[config.mk]
export PLATFORM = sky130hd
export DESIGN_NAME = hyperbus_phy
export DESIGN_NICKNAME = d
export VERILOG_FILES = /design/src/common/hyperbus_pkg.sv /design/src/hw/hyperbus_word_fifo.sv /design/src/hw/hyperbus_ca_gen.sv /design/src/hyperbus_ctrl/hyperbus_ctrl.sv /design/src/hw/hyperbus_phy.sv
export SDC_FILE = /design/constraint.sdc
export NUM_CORES = 1
export LEC_CHECK = 0
export BUFFER_PORTS_ARGS = -buffer_cell sky130_fd_sc_hd__clkbuf_2
export CORE_MARGIN = 5
export CORE_UTILIZATION = 57
export DETAILED_ROUTE_END_ITERATION = 7
export PLACE_DENSITY_LB_ADDON = 0.08
export SLEW_MARGIN = 20
export SYNTH_ARGS = -nofsm -noshare
export SYNTH_HDL_FRONTEND = slang
export SYNTH_SLANG_ARGS = --single-unit
[constraint.sdc]
create_clock -name clk0 -period 3.51 [get_ports clk0]
set_input_delay 0.702 -clock clk0 [delete_from_list [all_inputs] [get_ports clk0]]
set_output_delay 0.702 -clock clk0 [all_outputs]
set_load 0.05 [all_outputs]
[src/common/hyperbus_pkg.sv]
//~~~~~~~~~~~~~~~~~~~~~~~~~~~~~~~~~~~~~~
// shared HyperBus constants and structs
// one 16-bit bus word per clk0 cycle
// FIFO_DEPTH must be a power of two
//~~~~~~~~~~~~~~~~~~~~~~~~~~~~~~~~~~~~~~

package hyperbus_pkg;

    localparam int NR_CS       = 2;
    localparam int BURST_WIDTH = 12;
    localparam int WORD_WIDTH  = 16;
    localparam int CA_WORDS    = 3;
    localparam int FIFO_DEPTH  = 4;

    localparam int PTR_WIDTH   = $clog2(FIFO_DEPTH);
    localparam int SPACE_WIDTH = $clog2(FIFO_DEPTH + 1);
    localparam int RX_RESERVE  = 2; // free rx entries kept for words in flight

    // timing configuration, static outside idle
    typedef struct packed {
        logic [3:0]  t_latency;   // clocked wait cycles, doubled on rwds
        logic [3:0]  t_rwr;
        logic [15:0] t_cs_max;
        logic [3:0]  rwds_ignore; // reserved
    } cfg_t;

    typedef struct packed {
        logic [31:0]            address; // word address
        logic [NR_CS-1:0]       cs;      // one-hot
        logic                   write;
        logic [BURST_WIDTH-1:0] burst;   // number of words
        logic                   wrapped;
    } trans_t;

    typedef struct packed {
        logic [WORD_WIDTH-1:0] data;
        logic [1:0]            strb; // set bit writes the byte
    } tx_word_t;

    typedef struct packed {
        logic [WORD_WIDTH-1:0] data;
        logic                  last;
        logic                  error;
    } rx_word_t;

    // pins towards the pad ring
    typedef struct packed {
        logic [NR_CS-1:0]      cs_n;
        logic                  ck_en;
        logic [WORD_WIDTH-1:0] dq;
        logic                  dq_oe;
        logic [1:0]            rwds; // byte mask, high means masked
        logic                  rwds_oe;
    } bus_out_t;

    typedef struct packed {
        logic [WORD_WIDTH-1:0] dq;
        logic                  rwds;
    } bus_in_t;

endpackage

[src/hw/hyperbus_word_fifo.sv]
//~~~~~~~~~~~~~~~~~~~~~~~~~~~~~~~~~~~~~~
// fall-through word FIFO, no added latency
// flush drops all entries, blocks push/pop
//~~~~~~~~~~~~~~~~~~~~~~~~~~~~~~~~~~~~~~

module hyperbus_word_fifo #(
    parameter type payload_t = logic [hyperbus_pkg::WORD_WIDTH-1:0]
) (
    input  logic                                 clk0,
    input  logic                                 rst_ni,
    input  logic                                 flush_i,
    input  logic                                 push_valid_i,
    output logic                                 push_ready_o,
    input  payload_t                             push_data_i,
    output logic                                 pop_valid_o,
    input  logic                                 pop_ready_i,
    output payload_t                             pop_data_o,
    output logic [hyperbus_pkg::SPACE_WIDTH-1:0] space_o
);

    localparam int DEPTH = hyperbus_pkg::FIFO_DEPTH;
    localparam int CW    = hyperbus_pkg::SPACE_WIDTH;

    payload_t                           mem_q [DEPTH];
    logic [hyperbus_pkg::PTR_WIDTH-1:0] wr_ptr_q, rd_ptr_q;
    logic [CW-1:0]                      count_q;
    logic                               push, pop;

    assign push_ready_o = !flush_i && count_q != CW'(DEPTH);
    assign pop_valid_o  = !flush_i && count_q != '0;
    assign push         = push_valid_i && push_ready_o;
    assign pop          = pop_valid_o && pop_ready_i;
    assign pop_data_o   = mem_q[rd_ptr_q];
    assign space_o      = CW'(DEPTH) - count_q;

    always_ff @(posedge clk0 or negedge rst_ni) begin
        if (!rst_ni) begin
            wr_ptr_q <= '0;
            rd_ptr_q <= '0;
            count_q  <= '0;
        end else if (flush_i) begin
            wr_ptr_q <= '0;
            rd_ptr_q <= '0;
            count_q  <= '0;
        end else begin
            if (push) wr_ptr_q <= wr_ptr_q + 1'b1; // wraps, depth is 2^n
            if (pop) rd_ptr_q <= rd_ptr_q + 1'b1;
            count_q <= count_q + CW'(push) - CW'(pop);
        end
    end

    always_ff @(posedge clk0) begin
        if (push) mem_q[wr_ptr_q] <= push_data_i;
    end

    // no overflow, count and pointers agree
    assert property (@(posedge clk0) disable iff (!rst_ni)
        count_q <= CW'(DEPTH) && count_q[hyperbus_pkg::PTR_WIDTH-1:0] == wr_ptr_q - rd_ptr_q);
    // no underflow, pointers only meet when empty or full
    assert property (@(posedge clk0) disable iff (!rst_ni)
        pop |-> wr_ptr_q != rd_ptr_q || count_q == CW'(DEPTH));

endmodule

[src/hw/hyperbus_ca_gen.sv]
//~~~~~~~~~~~~~~~~~~~~~~~~~~~~~~~~~~~~~~
// command-address for memory space only
// word 0 is the most significant
//~~~~~~~~~~~~~~~~~~~~~~~~~~~~~~~~~~~~~~

module hyperbus_ca_gen (
    input  hyperbus_pkg::trans_t                trans_i,
    input  logic [1:0]                          word_sel_i,
    output logic [hyperbus_pkg::WORD_WIDTH-1:0] ca_word_o
);

    localparam int W = hyperbus_pkg::WORD_WIDTH;

    logic [hyperbus_pkg::CA_WORDS*W-1:0] ca;

    always_comb begin
        ca        = '0;
        ca[47]    = ~trans_i.write;   // read
        ca[46]    = 1'b0;             // memory space
        ca[45]    = ~trans_i.wrapped; // linear burst
        ca[44:16] = trans_i.address[31:3];
        ca[2:0]   = trans_i.address[2:0];
    end

    always_comb begin
        case (word_sel_i)
            2'd0:    ca_word_o = ca[3*W-1:2*W];
            2'd1:    ca_word_o = ca[2*W-1:W];
            2'd2:    ca_word_o = ca[W-1:0];
            default: ca_word_o = '0;
        endcase
    end

endmodule

[src/hyperbus_ctrl/hyperbus_ctrl.sv]
//~~~~~~~~~~~~~~~~~~~~~~~~~~~~~~~~~~~~~~
// transaction FSM of the HyperBus PHY
// needs t_latency >= 1, t_cs_max >= 1
// trans_i.cs must be one-hot
//~~~~~~~~~~~~~~~~~~~~~~~~~~~~~~~~~~~~~~

module hyperbus_ctrl (
    input  logic                                 clk0,
    input  logic                                 rst_ni,
    input  hyperbus_pkg::cfg_t                   cfg_i,

    input  logic                                 trans_valid_i,
    output logic                                 trans_ready_o,
    input  hyperbus_pkg::trans_t                 trans_i,
    output hyperbus_pkg::trans_t                 trans_o,

    output logic [1:0]                           ca_word_sel_o,
    input  logic [hyperbus_pkg::WORD_WIDTH-1:0]  ca_word_i,

    input  logic                                 txq_valid_i,
    output logic                                 txq_ready_o,
    input  hyperbus_pkg::tx_word_t               txq_word_i,
    output logic                                 txq_flush_o,

    output logic                                 rxq_push_o,
    output hyperbus_pkg::rx_word_t               rxq_word_o,
    input  logic [hyperbus_pkg::SPACE_WIDTH-1:0] rxq_space_i,

    output logic                                 b_valid_o,
    output logic                                 b_error_o,

    output hyperbus_pkg::bus_out_t               bus_o,
    input  hyperbus_pkg::bus_in_t                bus_i
);

    typedef enum logic [2:0] {
        ST_IDLE, ST_CMD, ST_LAT, ST_DATA, ST_STALL, ST_ERR, ST_REC
    } state_e;

    state_e state_q, state_d;

    hyperbus_pkg::trans_t                 trans_q;
    logic [hyperbus_pkg::NR_CS-1:0]       cs_n_q;
    logic [15:0]                          cs_timer_q;
    logic [4:0]                           lat_cnt_q;
    logic [hyperbus_pkg::BURST_WIDTH-1:0] beat_cnt_q; // data cycles still to clock
    logic [hyperbus_pkg::BURST_WIDTH-1:0] word_cnt_q; // words still to deliver
    logic [3:0]                           rwr_cnt_q;
    logic                                 b_valid_q;
    logic                                 b_error_q;

    logic cs_active;
    logic expire;
    logic last_word;
    logic data_go;
    logic word_fire;

    assign cs_active = ~&cs_n_q;
    assign expire    = cs_active && cs_timer_q == 16'd1;
    assign last_word = word_cnt_q == hyperbus_pkg::BURST_WIDTH'(1);

    // a data cycle may go out: tx word present, or room for the read reply
    assign data_go = trans_q.write ? txq_valid_i
                   : (int'(rxq_space_i) > hyperbus_pkg::RX_RESERVE && beat_cnt_q != '0);

    assign word_fire = rxq_push_o || (txq_ready_o && txq_valid_i);

    assign trans_o   = trans_q;
    assign b_valid_o = b_valid_q;
    assign b_error_o = b_error_q;

    // tx side only accepts words inside a write burst
    assign txq_flush_o = !trans_q.write || state_q == ST_IDLE || state_q == ST_REC;

    always_comb begin
        state_d          = state_q;
        trans_ready_o    = 1'b0;
        txq_ready_o      = 1'b0;
        rxq_push_o       = 1'b0;
        rxq_word_o.data  = bus_i.dq;
        rxq_word_o.last  = last_word;
        rxq_word_o.error = 1'b0;
        bus_o            = '0;
        bus_o.cs_n       = cs_n_q;

        case (state_q)
            ST_IDLE: begin
                trans_ready_o = 1'b1;
                if (trans_valid_i) state_d = ST_CMD;
            end
            ST_CMD: begin
                bus_o.ck_en = 1'b1;
                bus_o.dq    = ca_word_i;
                bus_o.dq_oe = 1'b1;
                if (ca_word_sel_o == 2'(hyperbus_pkg::CA_WORDS - 1)) state_d = ST_LAT;
            end
            ST_LAT: begin
                bus_o.ck_en = 1'b1;
                if (lat_cnt_q == 5'd1) state_d = ST_DATA;
            end
            ST_DATA, ST_STALL: begin
                if (trans_q.write) begin
                    bus_o.dq      = txq_word_i.data;
                    bus_o.rwds    = ~txq_word_i.strb;
                    bus_o.dq_oe   = 1'b1;
                    bus_o.rwds_oe = 1'b1;
                end else begin
                    rxq_push_o = bus_i.rwds; // reply to an earlier clocked cycle
                end
                if (state_q == ST_DATA && data_go) begin
                    bus_o.ck_en = 1'b1;
                    txq_ready_o = trans_q.write;
                end
                if (state_q == ST_DATA && !data_go) state_d = ST_STALL;
                if (state_q == ST_STALL && data_go) state_d = ST_DATA;
                if (word_fire && last_word) state_d = ST_REC;
            end
            ST_ERR: begin
                if (trans_q.write) begin
                    txq_ready_o = 1'b1; // drop what is left of the burst
                end else begin
                    rxq_push_o       = rxq_space_i != '0;
                    rxq_word_o.data  = '0;
                    rxq_word_o.error = 1'b1;
                end
                if (word_fire && last_word) state_d = ST_REC;
            end
            ST_REC: begin
                if (rwr_cnt_q <= 4'd1) state_d = ST_IDLE;
            end
            default: state_d = ST_IDLE;
        endcase

        // a burst that finishes in the expiry cycle still ends normally
        if (expire && state_d != ST_REC) state_d = ST_ERR;
    end

    always_ff @(posedge clk0 or negedge rst_ni) begin
        if (!rst_ni) begin
            state_q       <= ST_IDLE;
            cs_n_q        <= '1;
            cs_timer_q    <= '0;
            ca_word_sel_o <= '0;
            lat_cnt_q     <= '0;
            beat_cnt_q    <= '0;
            word_cnt_q    <= '0;
            rwr_cnt_q     <= '0;
            b_valid_q     <= 1'b0;
            b_error_q     <= 1'b0;
        end else begin
            state_q    <= state_d;
            cs_timer_q <= cs_active ? cs_timer_q - 16'd1 : cfg_i.t_cs_max;
            b_valid_q  <= 1'b0;
            b_error_q  <= 1'b0;

            if (state_q == ST_IDLE && trans_valid_i) begin
                cs_n_q        <= ~trans_i.cs;
                ca_word_sel_o <= '0;
                beat_cnt_q    <= trans_i.burst;
                word_cnt_q    <= trans_i.burst;
            end
            if (state_q == ST_CMD) begin
                ca_word_sel_o <= ca_word_sel_o + 2'd1;
                // rwds from the memory asks for double latency
                lat_cnt_q <= bus_i.rwds ? {cfg_i.t_latency, 1'b0} : {1'b0, cfg_i.t_latency};
            end
            if (state_q == ST_LAT) lat_cnt_q <= lat_cnt_q - 5'd1;
            if (state_q == ST_DATA && bus_o.ck_en) beat_cnt_q <= beat_cnt_q - 1'b1;
            if (word_fire) word_cnt_q <= word_cnt_q - 1'b1;

            if (state_d == ST_ERR && state_q != ST_ERR) cs_n_q <= '1;
            if (state_d == ST_REC && state_q != ST_REC) begin
                cs_n_q    <= '1;
                rwr_cnt_q <= cfg_i.t_rwr;
                b_valid_q <= trans_q.write;
                b_error_q <= trans_q.write && state_q == ST_ERR;
            end
            if (state_q == ST_REC) rwr_cnt_q <= rwr_cnt_q - 4'd1;
        end
    end

    always_ff @(posedge clk0) begin
        if (trans_valid_i && trans_ready_o) trans_q <= trans_i;
    end

    // no device selected between bursts
    assert property (@(posedge clk0) disable iff (!rst_ni)
        state_q == ST_IDLE |-> &bus_o.cs_n);

    assert property (@(posedge clk0) disable iff (!rst_ni)
        !(&bus_o.cs_n) |-> $onehot(~bus_o.cs_n));

    // read FIFO must always have room for a captured word
    assert property (@(posedge clk0) disable iff (!rst_ni)
        rxq_push_o |-> rxq_space_i != '0);

endmodule

[src/hw/hyperbus_phy.sv]
//~~~~~~~~~~~~~~~~~~~~~~~~~~~~~~~~~~~~~~
// HyperBus controller top, clk0 only
// bus clock is given as ck_en per word
// cfg_i must not change unless idle
//~~~~~~~~~~~~~~~~~~~~~~~~~~~~~~~~~~~~~~

module hyperbus_phy (
    input  logic                   clk0,
    input  logic                   rst_ni,
    input  hyperbus_pkg::cfg_t     cfg_i,

    input  logic                   trans_valid_i,
    output logic                   trans_ready_o,
    input  hyperbus_pkg::trans_t   trans_i,

    input  logic                   tx_valid_i,
    output logic                   tx_ready_o,
    input  hyperbus_pkg::tx_word_t tx_i,

    output logic                   rx_valid_o,
    input  logic                   rx_ready_i,
    output hyperbus_pkg::rx_word_t rx_o,

    output logic                   b_valid_o,
    output logic                   b_error_o,

    output hyperbus_pkg::bus_out_t bus_o,
    input  hyperbus_pkg::bus_in_t  bus_i
);

    hyperbus_pkg::trans_t   cur_trans;
    logic [1:0]             ca_sel;
    logic [hyperbus_pkg::WORD_WIDTH-1:0] ca_word;

    logic                   txq_valid;
    logic                   txq_ready;
    logic                   txq_flush;
    hyperbus_pkg::tx_word_t txq_word;

    logic                   rxq_push;
    hyperbus_pkg::rx_word_t rxq_word;
    logic [hyperbus_pkg::SPACE_WIDTH-1:0] rxq_space;

    hyperbus_ctrl i_ctrl (
        .clk0          ( clk0          ),
        .rst_ni        ( rst_ni        ),
        .cfg_i         ( cfg_i         ),
        .trans_valid_i ( trans_valid_i ),
        .trans_ready_o ( trans_ready_o ),
        .trans_i       ( trans_i       ),
        .trans_o       ( cur_trans     ),
        .ca_word_sel_o ( ca_sel        ),
        .ca_word_i     ( ca_word       ),
        .txq_valid_i   ( txq_valid     ),
        .txq_ready_o   ( txq_ready     ),
        .txq_word_i    ( txq_word      ),
        .txq_flush_o   ( txq_flush     ),
        .rxq_push_o    ( rxq_push      ),
        .rxq_word_o    ( rxq_word      ),
        .rxq_space_i   ( rxq_space     ),
        .b_valid_o     ( b_valid_o     ),
        .b_error_o     ( b_error_o     ),
        .bus_o         ( bus_o         ),
        .bus_i         ( bus_i         )
    );

    hyperbus_ca_gen i_ca_gen (
        .trans_i    ( cur_trans ),
        .word_sel_i ( ca_sel    ),
        .ca_word_o  ( ca_word   )
    );

    // write words, open only during a write burst
    hyperbus_word_fifo #(.payload_t(hyperbus_pkg::tx_word_t)) i_tx_fifo (
        .clk0         ( clk0       ),
        .rst_ni       ( rst_ni     ),
        .flush_i      ( txq_flush  ),
        .push_valid_i ( tx_valid_i ),
        .push_ready_o ( tx_ready_o ),
        .push_data_i  ( tx_i       ),
        .pop_valid_o  ( txq_valid  ),
        .pop_ready_i  ( txq_ready  ),
        .pop_data_o   ( txq_word   ),
        .space_o      (            )
    );

    // captured read words, kept until the user drains them
    hyperbus_word_fifo #(.payload_t(hyperbus_pkg::rx_word_t)) i_rx_fifo (
        .clk0         ( clk0       ),
        .rst_ni       ( rst_ni     ),
        .flush_i      ( 1'b0       ),
        .push_valid_i ( rxq_push   ),
        .push_ready_o (            ),
        .push_data_i  ( rxq_word   ),
        .pop_valid_o  ( rx_valid_o ),
        .pop_ready_i  ( rx_ready_i ),
        .pop_data_o   ( rx_o       ),
        .space_o      ( rxq_space  )
    );

endmodule

==> impl_metrics.json, run 1 <==
{
  "detailedPlace.worstSlack_ns": 0.4731,
  "synth-seq-area-share_pct": 65.28,
  "regToRegStartpoint": "i_rx_fifo.count_q[1]$_DFF_PN0_",
  "routedLengthMet1_um": 9505,
  "synth_enable_flop_cells": 178,
  "final_layout_size_suffix_gt1_share_pct": 27.96,
  "mostFrequentLayoutCells": "sky130_fd_sc_hd__edfxtp_1, sky130_fd_sc_hd__clkbuf_2, sky130_fd_sc_hd__dfrtp_1",
  "detail_route.iter0.violations": 450,
  "die_height_um": 148.6,
  "h-tree-depth": 1,
  "floorplan.core_area_um2": 18830,
  "fin_skew_ns": 0.008113,
  "buffer_cell_driving_the_clock_tree_root": "sky130_fd_sc_hd__clkbuf_16",
  "cts_tree": "done",
  "gp_congestion": 0.8533,
  "pin_count_of_the_biggest_net_entering_global_routing": 42,
  "grt_pass1_wl_um": 38070,
  "holdCritPathClass": "primary input to asynchronous set/reset pin",
  "start_util_pct": 58.16,
  "comb_power_share_pct": 35.5,
  "drt_pre_antenna_iters": 7,
  "gr-usage-all-layers_pct": 21.56,
  "drtAntennaViolNets": 0,
  "clock.fmax_mhz": 297.2,
  "ios": 162,
  "drc": 0,
  "post-route-cell-area_um2": 12910,
  "vias_per_cell": 5.671,
  "cts_sinks": 250,
  "result_of_the_run": "complete, no violations",
  "first_global_vias": 7390,
  "routed.top_layer": "met4",
  "cts-buffers-inserted": 25,
  "pwr-share-seq_pct": 40.4,
  "post_dp_area_um2": 12080,
  "max_slew.worst_pin.slew_ns": 0.9537,
  "layout_area_growth_over_synthesis_pct": 17.89,
  "initial_antenna_violation_count": 0,
  "yosys_register_bits": 250,
  "postCtsHoldBufs": 0,
  "cell_internal_pwr_w": 0.006630,
  "worst_slack_ns": 0.1456,
  "layout.cells.most_common": "sky130_fd_sc_hd__edfxtp_1",
  "fill_cells": 1328,
  "count_of_distinct_cell_types_in_the_synthesized_netlist": 71,
  "crit_path_max_fanout": 5,
  "fp.dieArea_um2": 22090,
  "postSynthCellCount": 762,
  "yosysWarningCount": 0,
  "slew_headroom_pct": 35.93,
  "asyncSetResetFlopFracSynth_pct": 28.80,
  "critPathLaunchType": "register",
  "dr_wl_met3_um": 1488,
  "synthesis.nets": 909,
  "criticalPathCategory": "register to output pin",
  "ys_dominant_reg_cell": "sky130_fd_sc_hd__edfxtp_1",
  "final_core_utilization_pct": 68.56,
  "total_power_w": 0.01060,
  "grt-ovfl-total": 0,
  "worstSkewPairLatency_ns": 0.52,
  "min_period_over_period_pct": 95.85,
  "p_leak_nw": 4.969,
  "finalSetupViolCount": 0,
  "cp_data_required_time_ns": 2.81,
  "arrival_ns": 2.66,
  "via_count": 6890,
  "fp-row-count": 50,
  "number_of_buffers_on_the_longest_clock_path": 3,
  "insertedDiodeCount": 0,
  "crit_path_end_kind": "output pin",
  "net_count_of_the_finished_layout": 1083,
  "finalCriticalPeriod_ns": 3.364,
  "timing.critical_path.from": "i_ctrl.beat_cnt_q[1]$_DFFE_PN0P_",
  "vdd_drop_max_v": 0.0004985,
  "finalWirelength_um": 23130,
  "power_switching_w": 0.003966,
  "max_cap_viol_count": 0,
  "dr_wl_met2_um": 11680,
  "clockPowerShare_pct": 24.1,
  "hold_viol": 0,
  "post-dp-hpwl_um": 16110,
  "place.port_buffers": 157,
  "timing_max_transition_violations_final": 0,
  "p_per_area_nw_per_um2": 820.7,
  "post_synthesis_area_per_instance_um2": 14.37,
  "drt-wirelength-per-cell_um": 19.04,
  "path_clk_slew_ns": 0.06,
  "switching_share_pct": 37.43,
  "floorplan.die.width_um": 148.6,
  "syn_area_um2": 10950
}
-- worst paths after layout --
check | end | cells past startpoint | slack, ns
worst max register to register | i_rx_fifo.count_q[2]$_DFF_PN0_ | 12 | 0.64
max in group asynchronous | i_ctrl.cs_n_q[0]$_DFFE_PN1P_ | 2 | 2.50
min in group clk0 | i_ctrl.trans_o[36]$_DFFE_PP_ | 1 | 0.36
worst min-delay path | i_ctrl.word_cnt_q[10]$_DFFE_PN0P_ | 1 | 0.26
worst max-delay path | bus_o[20] | 8 | 0.15
worst min register to register | i_ctrl.rwr_cnt_q[3]$_DFFE_PN0P_ | 1 | 0.50
-- cell usage after synthesis, drive strengths merged, types with 2 or more instances --
cell type | count | area [µm²]
xnor2 | 16 | 140.1
a22o | 2 | 17.52
o31ai | 6 | 50.05
edfxtp | 178 | 5345
and3 | 9 | 56.30
nor3 | 10 | 50.05
fa | 2 | 40.04
o21ai | 34 | 173.9
nand2b | 9 | 58.81
a22oi | 12 | 90.09
o2bb2ai | 16 | 140.1
a211oi | 2 | 20.02
nor4 | 8 | 65.06
inv | 34 | 127.6
mux4 | 36 | 810.8
buf | 9 | 43.79
and2 | 12 | 75.08
nand2 | 62 | 237.7
xor2 | 6 | 60.06
or4 | 9 | 75.07
a222oi | 3 | 30.03
mux2i | 4 | 40.04
nand3 | 19 | 95.09
clkbuf | 21 | 78.83
a32o | 2 | 20.02
o311ai | 7 | 61.31
nor2 | 44 | 165.2
a31oi | 5 | 31.28
or2 | 4 | 25.03
a21o | 2 | 15.01
a21oi | 20 | 103.9
o211ai | 13 | 97.59
dfrtp | 70 | 1752
dfstp | 2 | 52.55
or3 | 4 | 25.02
nor2b | 21 | 131.4
ha | 29 | 362.9
-- critical path, stage by stage, from the launching register on --
cell                      delay [ns]
sky130_fd_sc_hd__dfrtp_1        0.39
sky130_fd_sc_hd__inv_1          0.07
sky130_fd_sc_hd__ha_1           0.15
sky130_fd_sc_hd__or3b_4         0.40
sky130_fd_sc_hd__nor4_4         0.33
sky130_fd_sc_hd__o21ai_4        0.11
sky130_fd_sc_hd__and2_4         0.21
sky130_fd_sc_hd__or2_2          0.30
sky130_fd_sc_hd__buf_4          0.19
-- per-stage QoR --
| stage | TNS (ns) | std cells | hold WS, ns |
|---|---|---|---|
| after global routing | -0.001696 | 1215 | 0.3087 |
| after detailed placement | 0 | 1166 | 0.4998 |
| after floorplan | 0 | 762 | 0.4064 |
| final | 0 | 1215 | 0.2597 |
| after global placement | 0 | 1166 | 0.4791 |
| after CTS | 0 | 1212 | 0.2632 |
-- metal layers --
layer  global-route usage, %  vias up
li1                        -     3238
met1                   28.35     3406
met2                   36.89      213
met3                   4.662       33
met4                   5.497        0
met5                       0        -
-- registers in the layout, indices dropped and copies added (netlist names) --
register              count
i_ctrl.word_cnt_q        12
i_rx_fifo.rd_ptr_q        2
i_ctrl.state_q            3
i_rx_fifo.mem_q          72
i_rx_fifo.wr_ptr_q        2
i_tx_fifo.mem_q          72
i_rx_fifo.count_q         3
i_ctrl.lat_cnt_q          5
i_ctrl.cs_n_q             2
i_ctrl.beat_cnt_q        12
i_tx_fifo.count_q         3
i_ctrl.cs_timer_q        16
i_ctrl.rwr_cnt_q          4
i_ctrl.trans_o           34
i_tx_fifo.wr_ptr_q        2
i_ctrl.b_valid_o          1
i_ctrl.ca_word_sel_o      2
i_ctrl.b_error_o          1
i_tx_fifo.rd_ptr_q        2
-- power groups by stage --
stage | clock (W) | sequential [W] | combinational (W)
2_1_floorplan | 0 | 0.00420 | 0.00285
3_3_place_gp | 0 | 0.00429 | 0.00360
3_5_place_dp | 0 | 0.00434 | 0.00372
4_1_cts | 0.00261 | 0.00428 | 0.00376
5_1_grt | 0.00276 | 0.00436 | 0.00412
6_report | 0.00255 | 0.00429 | 0.00376
-- layout make-up --
type	count	area (µm²)	share of cell area [%]
flip-flops and latches	250	7149	55.37
multi-input cells	447	3561	27.58
repair buffers	177	950.9	7.365
clock buffers	39	708.2	5.485
well taps	260	325.3	2.520
inverters	35	132.6	1.027
clock inverters	7	83.83	0.6493
-- cells by family (layout without fill, tap and decap cells) --
group,count (synthesis),in the layout,synth area share [%]
XOR/XNOR,22,22,1.828
AND/OR/NAND/NOR,219,219,10.39
multiplexers,41,41,7.872
adder cells (fa/ha/maj),32,32,3.782
flip-flops,250,250,65.28
AO/OA/AOI/OAI,133,133,8.534
buffers and inverters,65,258,2.319
-- timing repair --
item / CTS / global route
setup buffers: 0 / 3
gates resized for setup: 3 / 4
endpoints found under the setup margin: 2 / 1
pin swaps: 2 / 1
(Power assumes the default switching activity.)
==> run 2, diff against run 1 <==
--- a/config.mk
+++ b/config.mk
@@ -6,7 +6,6 @@
 export NUM_CORES = 1
 export LEC_CHECK = 0
 export BUFFER_PORTS_ARGS = -buffer_cell sky130_fd_sc_hd__clkbuf_2
-export CORE_MARGIN = 5
 export CORE_UTILIZATION = 57
 export DETAILED_ROUTE_END_ITERATION = 7
 export PLACE_DENSITY_LB_ADDON = 0.08
==> run 2 against run 1 <==
  * Critical endpoint unchanged
  * Sequential share of layout area about the same
  * Critical path type unchanged
  * Largest power group unchanged
  * Non-clock buffer count grew 1
  * Sequential power barely moved
  * Design area about the same
==> impl_metrics.json, run 2 (same netlist as run 1, synthesis figures left out) <==
{
  "critPathLaunchType": "register",
  "h-tree-depth": 1,
  "number_of_buffers_on_the_longest_clock_path": 3,
  "net_count_of_the_finished_layout": 1085,
  "cp_data_required_time_ns": 2.81,
  "p_per_area_nw_per_um2": 827.1,
  "fp.dieArea_um2": 19770,
  "via_count": 6983,
  "slew_headroom_pct": 31.89,
  "vdd_drop_max_v": 0.0005800,
  "timing_max_transition_violations_final": 0,
  "finalSetupViolCount": 0,
  "drtAntennaViolNets": 0,
  "power_switching_w": 0.004015,
  "layout.cells.most_common": "sky130_fd_sc_hd__edfxtp_1",
  "detailedPlace.worstSlack_ns": 0.4604,
  "gr-usage-all-layers_pct": 23.48,
  "hold_slack_ns": 0.2959,
  "comb_power_share_pct": 35.5,
  "holdCritPathClass": "primary input to asynchronous set/reset pin",
  "clockPowerShare_pct": 24.6,
  "floorplan.die.width_um": 140.6,
  "cts-buffers-inserted": 26,
  "worstSkewPairLatency_ns": 0.53,
  "pwr-share-seq_pct": 39.9,
  "initial_antenna_violation_count": 0,
  "drt-wirelength-per-cell_um": 18.99,
  "fill_cells": 1328,
  "hold_viol": 0,
  "drc": 0,
  "insertedDiodeCount": 0,
  "rsz0062_at_grt": "false",
  "place.port_buffers": 157,
  "min_period_over_period_pct": 97.03,
  "result_of_the_run": "complete, no violations",
  "max_slew.worst_pin.slew_ns": 1.021,
  "cts_sinks": 250,
  "fin_skew_ns": 0.01065,
  "drt_pre_antenna_iters": 5,
  "mostFrequentLayoutCells": "sky130_fd_sc_hd__edfxtp_1, sky130_fd_sc_hd__clkbuf_2, sky130_fd_sc_hd__dfrtp_1",
  "arrival_ns": 2.70,
  "start_util_pct": 58.35,
  "max_cap_viol_count": 0,
  "path_clk_slew_ns": 0.06,
  "finalWirelength_um": 22640,
  "crit_path_max_fanout": 5,
  "die_height_um": 140.6,
  "buffer_cell_driving_the_clock_tree_root": "sky130_fd_sc_hd__clkbuf_16",
  "p_leak_nw": 4.990,
  "final.setup.tns_ns": 0,
  "first_global_vias": 7291,
  "fp-row-count": 50,
  "finalCriticalPeriod_ns": 3.406,
  "clock.fmax_mhz": 293.6,
  "floorplan.core_area_um2": 18770,
  "grt_pass1_wl_um": 36050,
  "final_layout_size_suffix_gt1_share_pct": 28.29,
  "ios": 162,
  "grt-ovfl-total": 0,
  "switching_share_pct": 37.59,
  "cell_internal_pwr_w": 0.006665,
  "layout_area_growth_over_synthesis_pct": 17.90,
  "post-dp-hpwl_um": 15410,
  "postCtsHoldBufs": 0,
  "vias_per_cell": 5.858,
  "gp_congestion": 0.8305,
  "criticalPathCategory": "register to output pin",
  "cts_tree": "done",
  "pin_count_of_the_biggest_net_entering_global_routing": 38,
  "crit_path_end_kind": "output pin",
  "detail_route.iter0.violations": 470,
  "worst_slack_ns": 0.1043
}
-- run 2: final timing paths --
kind / endpoint / slack (ns) / cells past startpoint / from
max in group asynchronous: i_ctrl.cs_n_q[0]$_DFFE_PN1P_ / 2.45 / 2 / rst_ni
min in group clk0: i_ctrl.cs_n_q[0]$_DFFE_PN1P_ / 0.35 / 2 / trans_i[14]
worst max-delay path: bus_o[20] / 0.10 / 8 / i_ctrl.beat_cnt_q[1]$_DFFE_PN0P_
worst max register to register: i_rx_fifo.count_q[2]$_DFF_PN0_ / 0.58 / 12 / i_rx_fifo.count_q[1]$_DFF_PN0_
worst min register to register: i_rx_fifo.rd_ptr_q[0]$_DFFE_PN0P_ / 0.51 / 1 / i_rx_fifo.rd_ptr_q[0]$_DFFE_PN0P_
worst min-delay path: i_ctrl.word_cnt_q[8]$_DFFE_PN0P_ / 0.30 / 1 / rst_ni
-- run 2: per-layer routing --
layer	track usage (%)	vias up	part of all wire, %
met5	0	-	0
met4	6.922	0	2.2
met3	4.620	41	5.9
met2	41.50	218	51
met1	29.46	3473	41
li1	-	3251	-
-- run 2: layout make-up --
cell class | instances | area (µm²) | area share (%)
clock inverter | 12 | 112.6 | 0.8721
sequential | 250 | 7149 | 55.37
inverter | 35 | 131.4 | 1.017
timing repair buffer | 178 | 964.7 | 7.471
multi-input combinational | 447 | 3553 | 27.52
clock buffer | 36 | 708.2 | 5.484
tap | 234 | 292.8 | 2.267
-- run 2: worst max-delay path: stages (launching register included) --
cell and delay (ns):
sky130_fd_sc_hd__dfrtp_1 0.40, sky130_fd_sc_hd__inv_1 0.08, sky130_fd_sc_hd__ha_1 0.16, sky130_fd_sc_hd__or3b_4 0.40, sky130_fd_sc_hd__nor4_4 0.32, sky130_fd_sc_hd__o21ai_2 0.12, sky130_fd_sc_hd__and2_4 0.20, sky130_fd_sc_hd__or2_2 0.31
sky130_fd_sc_hd__clkbuf_8 0.18
-- run 2: power by group through the flow --
stage / registers [W] / clock network, W / logic, W
after floorplan: 0.00420 / 0 / 0.00285
after global placement: 0.00427 / 0 / 0.00362
after detailed placement: 0.00432 / 0 / 0.00375
after CTS: 0.00426 / 0.00268 / 0.00381
after global routing: 0.00434 / 0.00280 / 0.00412
final: 0.00426 / 0.00263 / 0.00379
-- run 2: what timing repair did --
| action | in CTS | in global routing |
|---|---|---|
| setup buffers | 1 | 1 |
| endpoints found under the setup margin | 1 | 11 |
| pin swaps | 1 | 2 |
| resized for setup | 3 | 3 |
| hold endpoints to repair | 0 | 0 |
-- run 2: through the flow --
step	instance area (µm²)	total power (W)	util (%)	instances
floorplan	10950	0.007051	-	762
global placement	12060	0.007890	64.27	1142
detailed placement	12060	0.008073	64.27	1142
CTS	12900	0.01075	68.74	1191
global route	12910	0.01125	68.80	1192
finish	12910	0.01068	68.80	1192
